==> config.mk <==
export PLATFORM = sky130hd
export DESIGN_NAME = pio_pin_merge
export DESIGN_NICKNAME = d
export VERILOG_FILES = /design/src/logic/pio_pkg.sv /design/src/logic/pio_pin_merge.sv
export SDC_FILE = /design/constraint.sdc
export NUM_CORES = 1
export LEC_CHECK = 0
export BUFFER_PORTS_ARGS = -buffer_cell sky130_fd_sc_hd__buf_4
export CORE_AREA = 2 2 228 230
export DETAILED_ROUTE_END_ITERATION = 7
export DIE_AREA = 0 0 230 232
export PLACE_DENSITY = 0.4
export SYNTH_ARGS = -nofsm -noshare
export SYNTH_HDL_FRONTEND = slang
export SYNTH_SLANG_ARGS = --single-unit
==> constraint.sdc <==
create_clock -name clk -period 1.3 [get_ports clk]
set_clock_uncertainty 0.05 [all_clocks]
set_input_delay 0.13 -clock clk [delete_from_list [all_inputs] [get_ports clk]]
set_output_delay 0.13 -clock clk [all_outputs]
set_load 0.02 [all_outputs]
==> src/logic/pio_pkg.sv <==
package pio_pkg;

  localparam int num_machines = 4;
  localparam int mindex_w = $clog2(num_machines);
  localparam int instr_depth = 32;
  localparam int fifo_depth = 4; // Power of two so pointers wrap freely
  localparam int fifo_ptr_w = $clog2(fifo_depth);

  typedef logic [4:0] pc_t;

  // Opcodes, top three bits of an instruction
  localparam logic [2:0] op_jmp = 3'b000;
  localparam logic [2:0] op_in = 3'b010;
  localparam logic [2:0] op_out = 3'b011;
  localparam logic [2:0] op_pushpull = 3'b100;
  localparam logic [2:0] op_set = 3'b111;

  // JMP conditions
  localparam logic [2:0] jmp_always = 3'b000;
  localparam logic [2:0] jmp_x_dec = 3'b010; // Taken on X non-zero with X decremented
  localparam logic [2:0] jmp_pin = 3'b110;   // Tests gpio_in at pin_base

  // PUSH or PULL select
  localparam logic [2:0] pp_push = 3'b000;
  localparam logic [2:0] pp_pull = 3'b100;

  // SET destinations
  localparam logic [2:0] set_pins = 3'b000;
  localparam logic [2:0] set_x = 3'b001;
  localparam logic [2:0] set_pindirs = 3'b100;

  // Host action codes
  localparam logic [3:0] act_instr = 4'd1;
  localparam logic [3:0] act_wrap = 4'd2;
  localparam logic [3:0] act_pull = 4'd3;
  localparam logic [3:0] act_push = 4'd4;
  localparam logic [3:0] act_pins = 4'd5;
  localparam logic [3:0] act_enable = 4'd6;
  localparam logic [3:0] act_div = 4'd7;

  typedef struct packed {
    logic [2:0] opcode;
    logic [2:0] cond;     // Condition or destination
    logic [4:0] data;     // Jump target, SET value or bit count
    logic [4:0] reserved;
  } instr_t;

  typedef struct packed {
    pc_t         wrap_start;
    pc_t         wrap_end;
    logic [4:0]  pin_base;
    logic [23:0] div;
  } machine_cfg_t;

  typedef struct packed {
    logic [31:0] value;
    logic [31:0] mask;
    logic [31:0] dir_value;
    logic [31:0] dir_mask;
  } pin_write_t;

  typedef struct packed {
    logic [31:0] data;
    logic [5:0]  count; // Bits shifted in before the push
  } rx_word_t;

endpackage

==> src/logic/pio_pin_merge.sv <==
`timescale 1ns/1ns

module pio_pin_merge (
  input  logic                             clk,
  input  logic                             reset,
  input  pio_pkg::pin_write_t              pin_req [pio_pkg::num_machines],
  input  logic [pio_pkg::num_machines-1:0] rx_empty,
  input  logic [pio_pkg::num_machines-1:0] stalled,
  output logic [31:0]                      gpio_out,
  output logic [31:0]                      gpio_dir,
  output logic                             irq0,
  output logic                             irq1
);

  logic [31:0] out_next;
  logic [31:0] dir_next;

  // Later machines overwrite earlier ones on shared bits
  always_comb begin
    out_next = gpio_out;
    dir_next = gpio_dir;
    for (int m = 0; m < pio_pkg::num_machines; m++) begin
      out_next = (out_next & ~pin_req[m].mask) | (pin_req[m].value & pin_req[m].mask);
      dir_next = (dir_next & ~pin_req[m].dir_mask) |
                 (pin_req[m].dir_value & pin_req[m].dir_mask);
    end
  end

  always_ff @(posedge clk) begin
    if (reset) begin
      gpio_out <= '0;
      gpio_dir <= '0;
      irq0 <= 1'b0;
      irq1 <= 1'b0;
    end else begin
      gpio_out <= out_next;
      gpio_dir <= dir_next;
      irq0 <= ~&rx_empty; // Some receive FIFO holds data
      irq1 <= |stalled;   // Some machine starved on PULL
    end
  end

endmodule

=== After elaboration in Yosys (flattened, before gate mapping) ===
Cells that the tools add are included.

* $mul: 0
* Divide/modulo/power cells: 0
* Equality and inequality tests: 0
* Reduce and logical (&&, ||, !) cells: 3
* Shift operators: 0
* Multiplexer cells: 0
* Bitwise operators: 32
* Add/sub/neg operators: 0
* Order comparisons: 0

{| class="wikitable"
|+ Operator list
! cell !! number
|-
| $and A32 B32 Y32 || 16
|-
| $not A32 Y32 || 8
|-
| $or A32 B32 Y32 || 8
|-
| $reduce_and A4 Y1 || 1
|-
| $reduce_or A4 Y1 || 1
|-
| $logic_not A1 Y1 || 1
|}

* Memories kept: 0
* Memory bits (read-only): 0
* Word-level logic and storage cells: 39
* Output and inout bits: 66
* Latch bits: 0
* Input bits: 522
* Bits in writable memories: 0
* Bits in registers: 66

=== Logic depth before layout (Yosys ltp) ===
* Depth in word-level cells: 9
* Gate-level depth with buffers: 5
* Mapped depth without buffers: 3

=== Least setup slack after synthesis ===
No wires, ideal clock.

* Path type: reg2reg
* Start point: register with a tool-made name
* End point: register with a tool-made name
* Data arrival time: 0.942 ns
* Library setup time: 0.134 ns
* Cell stages (with the launch flop): 4
* Period minus slack after synthesis: 1.126 ns
* Buffers on the path: 0
* Path slack: 0.174 ns
* Cells stage by stage: dfxtp_1 nor2b_1 a2111oi_0 o22ai_1

==> impl_metrics.ini <==
[floorplanning]
die-width_um = 230
initial_core_util_pct = 8.65
core-area_sq_mm = 0.0509
ios = 588
rows = 83
dieArea_sq_mm = 0.0534
die_h_um = 232

[global_route]
gr-usage-all-layers_pct = 10.9
grt_pass1_wl_um = 44900
overflow = 0
grt_pass1_vias = 8597
grt_max_degree = 64
antenna_found_initial = 2

[worst_setup_path]
crit_path_end_kind = flop
r2r_setup_slack_ps = 60
arrival_ps = 1560
worstSetupPathType = input pin to flop
startpoint_type = input pin
path_max_fanout = 2
setup.worst_path.start = pin_req[273]
r2r_cells = 3
cp_data_required_time_ps = 1540

[flow_run]
maxCapViolCount = 0

[synth]
ys_warn_count = 0
synth_compound_area_share_pct = 22.0
synth_cell_type_count = 17
synth_cells = 531
synth_xor_area_share_pct = 0
syn_nets = 1053
synth-simple-area-share_pct = 45.5
yosys.area_share.adder_pct = 0
syn_area_sq_mm = 0.00440
synth_top_family_by_area = simple AND/OR/NAND/NOR gates
ys_seq_area_share_pct = 30.0
postSynthAreaPerCell_sq_um = 8.28
synthMuxAreaShare_pct = 0.228
synth_seq_cells = 66

[hold_path]
hold_depth = 3
hp-class = input pin to flop
min_from = pin_req[37]

[timing]
postLayoutSetupSlackWorst_ps = -28.9
whs_ps = -13.9
setup_violations = 7
timing.fmax_mhz = 752
period_needed_ps = 1330
fin_crit_sh_pct = 102
slew-limit-headroom_pct = 68.4
tightest_slew_ps = 462
maxSlewViolCount = 0
hold_viol = 3

[placed_design]
numPortBuffers = 587
place_hpwl_um = 24200
gp_congestion = 0.888
place_ws_ps = -56.7

[drt]
num_vias = 7813
drt-total-wl_um = 30300
routedWlPerCell_um = 14.5
via_per_inst = 3.75
first_pass_iters = 4
drcViolationCount = 0
drtIter0Drc = 121
ant_nets = 0

[final_layout]
syn_to_final_growth_pct = 193
fin_util_pct = 25.3
final_cell_mix = buf_4 (581), dlygate4sd3_1 (258), nor2b_1 (127), dfxtp_1 (66), nand2_1 (64)
final_nets = 1922
final_common_cell = buf_4
layout-drive-gt1-share_pct = 43.3

[clocking]
cts.sinks = 66
cts_tree = built
cts_root_buf = clkbuf_16
clk_latency_ps = 370
path_clk_slew_ps = 60
cts_max_level = 3
cts_buffers = 9
clockBufferDepth = 2

[status]
outcome = finished with violations
violations = hold timing, setup timing

[power]
swShare_pct = 28.9
power.internal_uw = 5670
p_leak_uw = 0.00570
p_per_area_mw_per_mm2 = 618
p_switching_uw = 2300
power_frac_seq_pct = 28.7
p_comb_share_pct = 40.6
power_frac_clock_pct = 30.8
vdd_drop_max_v = 0.000496
[worst max path at each step]
stage,end,depth (start not counted)
2_1_floorplan,flop,3
3_3_place_gp,flop,4
3_5_place_dp,flop,4
4_1_cts,flop,5
5_1_grt,flop,3
6_report,flop,5
[power by group through the flow]
stage,sequential (uW),combinational (uW),clock [uW]
4_1_cts,2280,3240,2710
2_1_floorplan,2510,540,0
3_3_place_gp,2320,2490,0
3_5_place_dp,2330,2500,0
6_report,2280,3230,2450
5_1_grt,2310,3480,2740
[worst max-delay path, stage by stage]
cell,delay (ps)
dlygate4sd3_1,540
buf_4,130
nor3b_1,120
or4_1,460
o22ai_1,180
[cell type report]
class	count	area [sq um]
flip-flops and latches	66	1320
well taps	680	851
multi-input cells	451	3080
diodes	1	2.50
repair buffers	872	7370
clock buffers	13	250
fillers	5522	38000
clock inverters	3	15.0
[synth_stat cells, drive strengths merged]
master   instances  share of area (%)
nor2b          127                 18
dfxtp           66                 30
nand2           64                5.5
nor3b           64                 11
a2111oi         63                 13
o22ai           63                9.0
or4             63                 11
buf             10                1.8
clkbuf           4               0.34
a41oi            1               0.20
mux2i            1               0.23
nor2             1              0.085
nor3             1               0.11
nor4             1               0.14
o21ai            1               0.11
o31a             1               0.20
[logic make-up (layout without fill, tap and decap cells)]
group / after synthesis / count (layout)
other: 0 / 1
muxes: 1 / 1
AOI/OAI and AO/OA: 129 / 129
buffers and inverters: 14 / 888
and+or+nand+nor: 321 / 321
DFF: 66 / 66
[what timing repair did]
| action | CTS | global route |
|---|---|---|
| hold endpoints to repair | 66 | 1 |
| resized for setup | 0 | 66 |
| hold buffers | 299 | 1 |
| endpoints found under the setup margin | 0 | 54 |
| buffers inserted | 0 | 0 |
[stage by stage]
stage	cell area, sq um	std cells	power (uW)	setup TNS (ps)
floorplan	4400	531	3050	0
global placement	9670	1795	4820	-97.0
detailed placement	9670	1795	4830	-921
CTS	12900	2110	8230	0
global route	12900	2086	8520	-33.5
finish	12900	2086	7970	-85.7
[metal layers]
| layer | wire [um] | GRT usage (%) |
|---|---|---|
| met1 | 11100 | 10.9 |
| met2 | 15800 | 20.6 |
| met4 | 1100 | 5.00 |
| met5 | 0 | 0 |
| met3 | 2290 | 3.66 |
(Power assumes the default switching activity.)
