==> config.mk <==
export PLATFORM = sky130hd
export DESIGN_NAME = pio_fifo
export DESIGN_NICKNAME = d
export VERILOG_FILES = /design/src/logic/pio_pkg.sv /design/src/logic/pio_fifo.sv
export SDC_FILE = /design/constraint.sdc
export NUM_CORES = 1
export LEC_CHECK = 0
export ABC_AREA = 1
export BUFFER_PORTS_ARGS = -buffer_cell sky130_fd_sc_hd__buf_2
export CORE_MARGIN = 10
export CORE_UTILIZATION = 25
export DETAILED_ROUTE_END_ITERATION = 8
export HOLD_SLACK_MARGIN = 0.12
export SYNTH_ARGS = -nofsm -noshare
export SYNTH_HDL_FRONTEND = slang
export SYNTH_SLANG_ARGS = --single-unit
==> constraint.sdc <==
create_clock -name clk -period 6.5 [get_ports clk]
set_input_delay 0.325 -clock clk [delete_from_list [all_inputs] [get_ports clk]]
set_output_delay 0.325 -clock clk [all_outputs]
set_load 0.05 [all_outputs]
==> src/logic/pio_pkg.sv <==
package pio_pkg;

  localparam int num_machines = 4;
  localparam int mindex_w = $clog2(num_machines);
  localparam int instr_depth = 32;
  localparam int fifo_depth = 4; // Power of two so pointers wrap freely
  localparam int fifo_ptr_w = $clog2(fifo_depth);

  typedef logic [4:0] pc_t;

  // Opcodes, top three bits of an instruction
  localparam logic [2:0] op_jmp = 3'b000;
  localparam logic [2:0] op_in = 3'b010;
  localparam logic [2:0] op_out = 3'b011;
  localparam logic [2:0] op_pushpull = 3'b100;
  localparam logic [2:0] op_set = 3'b111;

  // JMP conditions
  localparam logic [2:0] jmp_always = 3'b000;
  localparam logic [2:0] jmp_x_dec = 3'b010; // Taken on X non-zero with X decremented
  localparam logic [2:0] jmp_pin = 3'b110;   // Tests gpio_in at pin_base

  // PUSH or PULL select
  localparam logic [2:0] pp_push = 3'b000;
  localparam logic [2:0] pp_pull = 3'b100;

  // SET destinations
  localparam logic [2:0] set_pins = 3'b000;
  localparam logic [2:0] set_x = 3'b001;
  localparam logic [2:0] set_pindirs = 3'b100;

  // Host action codes
  localparam logic [3:0] act_instr = 4'd1;
  localparam logic [3:0] act_wrap = 4'd2;
  localparam logic [3:0] act_pull = 4'd3;
  localparam logic [3:0] act_push = 4'd4;
  localparam logic [3:0] act_pins = 4'd5;
  localparam logic [3:0] act_enable = 4'd6;
  localparam logic [3:0] act_div = 4'd7;

  typedef struct packed {
    logic [2:0] opcode;
    logic [2:0] cond;     // Condition or destination
    logic [4:0] data;     // Jump target, SET value or bit count
    logic [4:0] reserved;
  } instr_t;

  typedef struct packed {
    pc_t         wrap_start;
    pc_t         wrap_end;
    logic [4:0]  pin_base;
    logic [23:0] div;
  } machine_cfg_t;

  typedef struct packed {
    logic [31:0] value;
    logic [31:0] mask;
    logic [31:0] dir_value;
    logic [31:0] dir_mask;
  } pin_write_t;

  typedef struct packed {
    logic [31:0] data;
    logic [5:0]  count; // Bits shifted in before the push
  } rx_word_t;

endpackage

==> src/logic/pio_fifo.sv <==
`timescale 1ns/1ns

module pio_fifo #(
  parameter type payload_t = logic [31:0]
) (
  input  logic     clk,
  input  logic     reset,
  input  logic     push,
  input  logic     pop,
  input  payload_t wdata,
  output payload_t rdata,
  output logic     full,
  output logic     empty
);

  payload_t                         mem [pio_pkg::fifo_depth];
  logic [pio_pkg::fifo_ptr_w-1:0]   wr_ptr;
  logic [pio_pkg::fifo_ptr_w-1:0]   rd_ptr;
  logic [pio_pkg::fifo_ptr_w:0]     count;
  logic                             do_push;
  logic                             do_pop;

  assign full = (count == (pio_pkg::fifo_ptr_w + 1)'(pio_pkg::fifo_depth));
  assign empty = (count == '0);
  assign do_push = push && !full; // Dropped when full
  assign do_pop = pop && !empty;
  assign rdata = mem[rd_ptr];     // Head shown without a pop

  always_ff @(posedge clk) begin
    if (do_push) begin
      mem[wr_ptr] <= wdata;
    end
  end

  always_ff @(posedge clk) begin
    if (reset) begin
      wr_ptr <= '0;
      rd_ptr <= '0;
      count <= '0;
    end else begin
      if (do_push) begin
        wr_ptr <= wr_ptr + 1'b1;
      end
      if (do_pop) begin
        rd_ptr <= rd_ptr + 1'b1;
      end
      case ({do_push, do_pop})
        2'b10: count <= count + 1'b1;
        2'b01: count <= count - 1'b1;
        default: begin
        end
      endcase
    end
  end

  no_push_full: assert property (@(posedge clk) disable iff (reset) full |-> !push)
    else $warning("push to full FIFO dropped");
  no_pop_empty: assert property (@(posedge clk) disable iff (reset) empty |-> !pop)
    else $warning("pop from empty FIFO ignored");

endmodule

Word level (Yosys, flattened, before mapping)
Memory sizes are Yosys's and may differ from the RTL's. A register that Yosys moved wholly into a read port is not among the register bits.
Cells that the tools add are included.
{ "word_totals": {"inputBits": 36, "wordCells": 22, "ram_bits": 128, "mem_count": 1, "output_inout_bits": 34, "reg_bits": 7} }
{ "mem_list": {"columns": ["name", "depth", "word_bits", "rd", "rd_clocked_by_memory_dff", "write_ports", "line", "text"], "rows": [
  ["mem", 4, 32, 1, 1, 1, "pio_fifo.sv:16", "payload_t mem [pio_pkg::fifo_depth];"]
]} }
{ "classes": {"reduce_logical": 6, "n_addsub": 4, "muxes": 5, "n_eq_ne": 3} }
{ "op_table": {"columns": ["op", "n"], "rows": [
  ["3-bit case mux with 2 select lines", 1],
  ["2-bit by 1-bit adder with 2-bit output, second input constant", 2],
  ["2-bit two-way mux", 2],
  ["3-bit by 1-bit adder with 3-bit output, second input constant", 1],
  ["3-bit == test, second input constant", 1],
  ["3-bit logical NOT", 1],
  ["3-bit by 1-bit subtractor with 3-bit output, second input constant", 1],
  ["2-bit by 1-bit == test with 1-bit output, second input constant", 1],
  ["2-bit == test, second input constant", 1],
  ["1-bit logical AND", 2],
  ["1-bit logical NOT", 2],
  ["1-bit two-way mux", 2],
  ["2-bit nonzero test", 1]
]} }

Depth between registers and ports, before layout
Gate-level depths: netlist of run 1.
{ "depth": {"ltp_word": 5, "mapped_depth": 13, "depth_no_buf": 13} }

Least setup slack after synthesis of run 1
OpenSTA, ideal clock, no wires.
{ "synth_path": {"path_type": "flip-flop to flip-flop", "start": "reg wr_ptr[0] in the netlist's numbering", "end": "mem mem[2][0] in the netlist's numbering, enable pin", "t_arrival_ns": 1.938, "synth_period_minus_slack_ns": 2.359, "setup_time_ns": 0.421, "path_stages_with_launch": 5, "path_buffers": 0, "required_ns": 6.079, "setup_slack_ns": 4.141, "path_cell_list": "dfxtp_1 > inv_1 > ha_1 > inv_1 > nor2_1"} }
{ "synth_rtl": {"columns": ["element", "line", "text"], "rows": [
  ["from (decl)", "pio_fifo.sv:17", "logic [pio_pkg::fifo_ptr_w-1:0] wr_ptr;"],
  ["from (signal assigned)", "pio_fifo.sv:42", "wr_ptr <= wr_ptr + 1'b1;"],
  ["to (decl)", "pio_fifo.sv:16", null]
]} }
No word-level cell before the write port.

==> results by group, run 1 <==
Timing
  – WHS: 135 ps
  – Final Slew Violations: 0
  – Setup tns final: 0 ps
  – Worst slew margin: between 20% and 30%
  – Final period utilization: 46.4%
  – RSZ-0062 raised after global routing: no
  – Setup-failing EPs final: 0
  – Tmin final: approximately 3000 ps
  – Fmax: ~330 MHz
  – Slew @ Worst Pin: ~1100 ps
  – Clock Skew: just over 8 ps
  – Final hold vios: 0

GRT
  – Number of global-route vias before repair: ~3400
  – Initial antenna violation count: 1
  – Largest net degree at the start of global routing: between 60 and 70
  – GRT Total Usage: 9.14%
  – GRT Residual Overflow: 0
  – First-pass GRT wire length: around 19000 µm

Place
  – IO buf count: approximately 70
  – Placed Cells: 705
  – Gpl congestion: about 0.69
  – DP HPWL: 7540 µm
  – Cell Area, Placed: 5850 µm²

CTS
  – Root buf cell: clkbuf_16
  – CTS sink cnt: around 140
  – Worst skew pair latency: 400 ps
  – CTS tree: built
  – TritonCTS buffer count: 17
  – CTS max path bufs: 2
  – H-tree Lvls: 4
  – CTS clk-pin slew, worst paths: around 60 ps
  – Post_cts resized: 0

Floorplanning
  – Core Region: about 21000 µm²
  – Cell Rows: 53
  – Initial Utilization: roughly 25%
  – Die area: roughly 27000 µm²
  – # IOs: 70
  – Die Y: about 170 µm
  – Chip width: 165 µm

Layout
  – Final Non-Filler Cells: roughly 750
  – Most frequent cells in the layout: edfxtp_1, nor2_1, buf_2
  – Nets@finish: slightly above 500
  – Area growth, synth to finish: 25.2%
  – Filler Cells Inserted: 2087
  – Util after Layout: 31.6%
  – N_diodes: 0
  – Post-route cell area: between 6000 and 7000 µm²
  – Most common cell after layout, fill and taps aside: edfxtp_1
  – Layout cells sized above 1: between 20% and 30%

Pwr
  – Clock power frac: roughly 33%
  – Switch share: between 30% and 40%
  – Switching power: 1.07 mW
  – P_int: approximately 1.9 mW
  – Gate power share: 29.1%
  – Leak Pwr: ~2.3 nW
  – Sequential power share: about 38%
  – Pwr/cell area: approximately 450 nW/µm²
  – VDD IR max: 0.220 mV

Route
  – Post-route ant nets: 0
  – Drt first pass iters: 4
  – # DRC: 0
  – DR vias/cell: 4.35
  – DRT Wirelength: roughly 12000 µm
  – WL/cell: 16.3 µm
  – DRT iter0 DRCs: around 230
  – Vias: 3264

Worst setup path
  – Startpoint Class: register
  – Setup crit end kind: primary output
  – Worst EP required: roughly 6200 ps
  – Crit path DAT: 2690 ps
  – CP Class: reg -> out
  – Crit path max fanout: 33

Logic synthesis
  – Distinct cells, synth: 21
  – #FFs+latches synth: approximately 140
  – Yosys Warn Count: 0
  – Synth Net Count: between 400 and 500
  – Synthesized cell area: roughly 5300 µm²
  – Sequential area share after synthesis: approximately three quarters
  – Gate count of the mapped netlist: 379
  – Synth Area per Inst: 13.9 µm²

Outcome
  – Status: complete, no violations

Hold path
  – Tightest Hold Check Type: in -> reg

Run
  – Max_cap viols: 0
## area by class of cell
cell class	count	area [µm²]	area share [%]
Timing Repair Buffer	85	503	7.62
Multi-Input combinational cell	203	1040	15.8
Clock buffer	18	429	6.50
Inverter	20	82.6	1.25
Sequential cell	137	4030	60.9
Tap cell	275	344	5.21
Clock inverter	13	179	2.71
## path summary, 6_finish.rpt
check / start / end / slack [ps] / cells past startpoint
setup reg to reg: count[1]$_SDFFE_PP0P_ / mem[3][1]$_DFFE_PP_ / 4550 / 4
hold reg to reg: rd_ptr[1]$_SDFFE_PP0P_ / rd_ptr[1]$_SDFFE_PP0P_ / 510 / 2
setup / recovery: register / rdata[5] / 3480 / 4
hold / removal: wdata[12] / mem[1][12]$_DFFE_PP_ / 130 / 1
## cell usage after synthesis (all sizes together)
| cell type | count | area, µm² |
|---|---|---|
| nand2 | 15 | 68.8 |
| inv | 20 | 82.6 |
| o22ai | 32 | 200 |
| nor2 | 74 | 280 |
| a21oi | 5 | 25.0 |
| buf | 18 | 154 |
| ha | 5 | 62.6 |
| clkbuf | 1 | 3.75 |
| fa | 1 | 20.0 |
| edfxtp | 128 | 3840 |
| nand3 | 5 | 25.0 |
| dfxtp | 9 | 180 |
| o21ai | 66 | 330 |
## what timing repair did
action	CTS	global route
hold buffers	15	0
endpoints found under the setup margin	0	0
setup buffers	0	0
endpoints found under the hold margin	54	0
## registers in the layout, summed over array words and instances, names as in the netlist, named ones only
name	flops
mem	128
rd_ptr	2
wr_ptr	2
count	3
## cell families (layout without fill, tap and decap cells)
kind of cell / Yosys count / count (layout) / synth area share [%]
AOI/OAI and AO/OA: 103 / 103 / 10.5
adders and majority gates: 6 / 6 / 1.57
buffers and inverters: 39 / 136 / 4.55
DFF: 137 / 137 / 76.3
and+or+nand+nor: 94 / 94 / 7.09
## through the flow
stage | power, mW | setup WS (ps)
floorplan | 1.78 | 4140
global placement | 1.97 | 3870
detailed placement | 1.99 | 3880
CTS | 2.98 | 3420
global route | 3.09 | 3240
finish | 2.94 | 3480
## power groups by stage
stage | Combinational [mW] | Clock [mW] | Sequential, mW
final | 0.857 | 0.981 | 1.10
after detailed placement | 0.869 | 0 | 1.12
after CTS | 0.879 | 0.997 | 1.11
after global routing | 0.935 | 1.04 | 1.11
after global placement | 0.850 | 0 | 1.12
after floorplan | 0.691 | 0 | 1.09
## critical path, cell delays in order (launching register included)
cell     delay [ps]
dfxtp_1        1070
inv_2           590
o21ai_1         210
o22ai_1         150
buf_2           240
## per-layer routing
| layer | GRT usage, % | vias to the layer above | routed length, µm |
|---|---|---|---|
| met2 | 16.0 | 59 | 6410 |
| met1 | 10.2 | 1628 | 5130 |
| met4 | 2.78 | 2 | 57 |
| li1 | - | 1567 | - |
| met5 | 0 | - | 11 |
| met3 | 3.27 | 8 | 601 |
(Power assumes the default switching activity.)
==> run 2, diff against run 1 <==
--- a/config.mk
+++ b/config.mk
@@ -5,7 +5,7 @@
 export SDC_FILE = /design/constraint.sdc
 export NUM_CORES = 1
 export LEC_CHECK = 0
-export ABC_AREA = 1
+export ABC_AREA = 0
 export BUFFER_PORTS_ARGS = -buffer_cell sky130_fd_sc_hd__buf_2
 export CORE_MARGIN = 10
 export CORE_UTILIZATION = 25
==> constraint.sdc (replaced) <==
create_clock -name clk -period 2.82 [get_ports clk]
set_input_delay 0.141 -clock clk [delete_from_list [all_inputs] [get_ports clk]]
set_output_delay 0.141 -clock clk [all_outputs]
set_load 0.05 [all_outputs]
==> results by group, run 2 <==
Logic synthesis
  – Yosys top cell by area: edfxtp_1
  – Commonest cells post-synth: edfxtp_1, mux4_2, dfxtp_1
  – Distinct cells, synth: 23
  – Count leader, synth: edfxtp_1
  – Top cells by area, synth: edfxtp_1, mux4_2, dfxtp_1
  – Synth top area share: between 70% and 80%
  – Yosys Warn Count: 0
  – Synthesized cell area: 5140 µm²
  – Synth Area per Inst: around 23 µm²
  – Share of flip-flops with an asynchronous set or reset: 0%
  – Prevailing post-synth register cell: edfxtp_1
  – Number of synthesized flops with an enable pin: around 130
  – Gate count of the mapped netlist: between 200 and 250
  – Synth Net Count: around 260
  – #FFs+latches synth: 137
  – Sequential area share after synthesis: between 70% and 80%

Pwr
  – Total power: roughly 6.6 mW
  – Leak Pwr: roughly 2.3 nW
  – VDD IR max: approximately 0.4 mV
  – Pwr/cell area: 986 nW/µm²

CTS
  – H-tree Lvls: 4
  – CTS tree: built
  – Worst skew pair latency: around 410 ps
  – CTS sink cnt: roughly 140
  – TritonCTS buffer count: 17
  – Root buf cell: clkbuf_16
  – Post-CTS Setup Bufs: 0
  – CTS clk-pin slew, worst paths: roughly 60 ps
  – CTS max path bufs: 2

Layout
  – Biggest regs: mem (128), count (3)
  – Max reg flops: 128
  – Layout cells sized above 1: 39.4%
  – Filler Cells Inserted: about 1900
  – Final Non-Filler Cells: about 630
  – Most frequent cells in the layout: edfxtp_1, buf_2, dlygate4sd3_1
  – Most common cell after layout, fill and taps aside: edfxtp_1
  – Post-route cell area: 6740 µm²
  – Nets@finish: 384
  – Biggest register: mem
  – Area growth, synth to finish: 31.0%
  – Util after Layout: 33.3%

Route
  – DRT Wirelength: 10100 µm
  – DR vias/cell: ~4
  – # DRC: 0
  – Drt first pass iters: 4
  – Vias: between 2000 and 2500
  – DRT iter0 DRCs: ~150
  – WL/cell: 16.1 µm
  – Post-route ant nets: 0

Worst setup path
  – Slowest CP cell: dfxtp_1
  – Crit path top cell by count: inv_1
  – Crit path max fanout: 6
  – Setup crit end kind: register
  – Buf+Inv Stages, Crit Path: 2
  – CP max stage delay: ~420 ps
  – Cell Chain, Critical Path: nor3b_2, nor2_1, inv_1, ha_1, inv_1, fa_1, xor2_1, or3_1, a21oi_1
  – Worst EP required: around 3200 ps
  – Crit path DAT: approximately 2600 ps
  – CP Class: reg -> reg
  – Startpoint Class: register
  – Top delay family on crit path: simple AND/OR/NAND/NOR gates

Timing
  – Setup-failing EPs final: 0
  – Final setup margin: approximately 520 ps
  – Clock Skew: 12.7 ps
  – Fmax: approximately 440 MHz
  – Final hold vios: 0
  – Final Slew Violations: 0
  – RSZ-0062 raised after global routing: no
  – Setup tns final: 0 ps
  – WHS: between 150 and 200 ps
  – Worst slew margin: between 60 and 70%
  – Tmin final: 2300 ps
  – Final period utilization: 81.4%
  – Slew @ Worst Pin: 534 ps

Floorplanning
  – Initial Utilization: 25.4%
  – Die Y: 163 µm
  – Cell Rows: 52
  – Core Region: ~20000 µm²
  – Die area: 26700 µm²
  – Chip width: around 160 µm
  – # IOs: 70

Place
  – Pre-CTS setup slack: around 560 ps
  – Placed Cells: around 560
  – DP HPWL: 6300 µm
  – Cell Area, Placed: a little under 6000 µm²
  – Gpl congestion: 0.657
  – IO buf count: between 60 and 70

GRT
  – Largest net degree at the start of global routing: 33
  – First-pass GRT wire length: 16200 µm
  – GRT Residual Overflow: 0
  – GRT Total Usage: about 8.1%
  – Number of global-route vias before repair: ~2900
  – Initial antenna violation count: 1

Outcome
  – Status: complete, no violations

Run
  – Max_cap viols: 0

Hold path
  – Tightest Hold Check Type: in -> reg
[run 2: cell types whose count changed after synthesis, sizes merged, moves of 5 or more]
cell   before  now
inv        20    8
mux4        0   32
nand2      15    1
o22ai      32    0
nand3       5    0
buf        18    8
nor2       74    6
o21ai      66    3
[run 2: cell families after synthesis]
group                    after synthesis  share of synthesized area (%)
AO/OA/AOI/OAI                          8                          0.924
multiplexers                          33                           14.4
flip-flops                           137                           78.2
buffers and inverters                 16                           2.34
adder cells (fa/ha/maj)                6                           1.61
XOR/XNOR                               3                          0.511
AND/OR/NAND/NOR                       18                           2.04
[run 2: final timing paths]
path | from | endpoint | slack [ps] | cells past startpoint
hold reg to reg | rd_ptr[1]$_SDFFE_PP0P_ | register | 490 | 2
setup / recovery | count[2]$_SDFFE_PP0P_ | count[2]$_SDFFE_PP0P_ | 520 | 9
hold / removal | push | wr_ptr[1]$_SDFFE_PP0P_ | 170 | 4
setup reg to reg | count[2]$_SDFFE_PP0P_ | count[2]$_SDFFE_PP0P_ | 520 | 9
[run 2: what timing repair did]
action | CTS | global route
hold buffers | 35 | 0
setup endpoints to repair | 0 | 0
gates resized for setup | 0 | 0
endpoints found under the hold margin | 137 | 0
[run 2: where the power goes]
| group | switching, mW | internal [mW] |
|---|---|---|
| clock | 0.795 | 1.38 |
| sequential | 0.118 | 2.44 |
| combinational | 1.28 | 0.633 |
[run 2: layout make-up]
cell class,count,area (µm²),area share [%]
Multi-Input combinational cell,68,1000,14.9
Tap cell,270,338,5.01
Clock inverter,14,154,2.28
Inverter,8,30.0,0.446
Sequential cell,137,4030,59.8
Clock buffer,18,429,6.37
Antenna cell,1,2.50,0.0371
Timing Repair Buffer,110,753,11.2
[run 2: routing by layer]
layer / GRT usage, % / routed length [µm] / vias up
met2: 13.7 / 5300 / 49
met4: 3.36 / 87 / 0
met5: 0 / 0 / -
met1: 8.98 / 4140 / 1287
li1: - / - / 1152
met3: 3.15 / 557 / 7
[run 2: worst register-to-register path, stage by stage (launching register included)]
cell,delay (ps)
dfxtp_1,420
nor3b_2,280
nor2_1,140
inv_1,80
ha_1,180
inv_1,60
fa_1,380
xor2_1,170
or3_1,320
a21oi_1,190
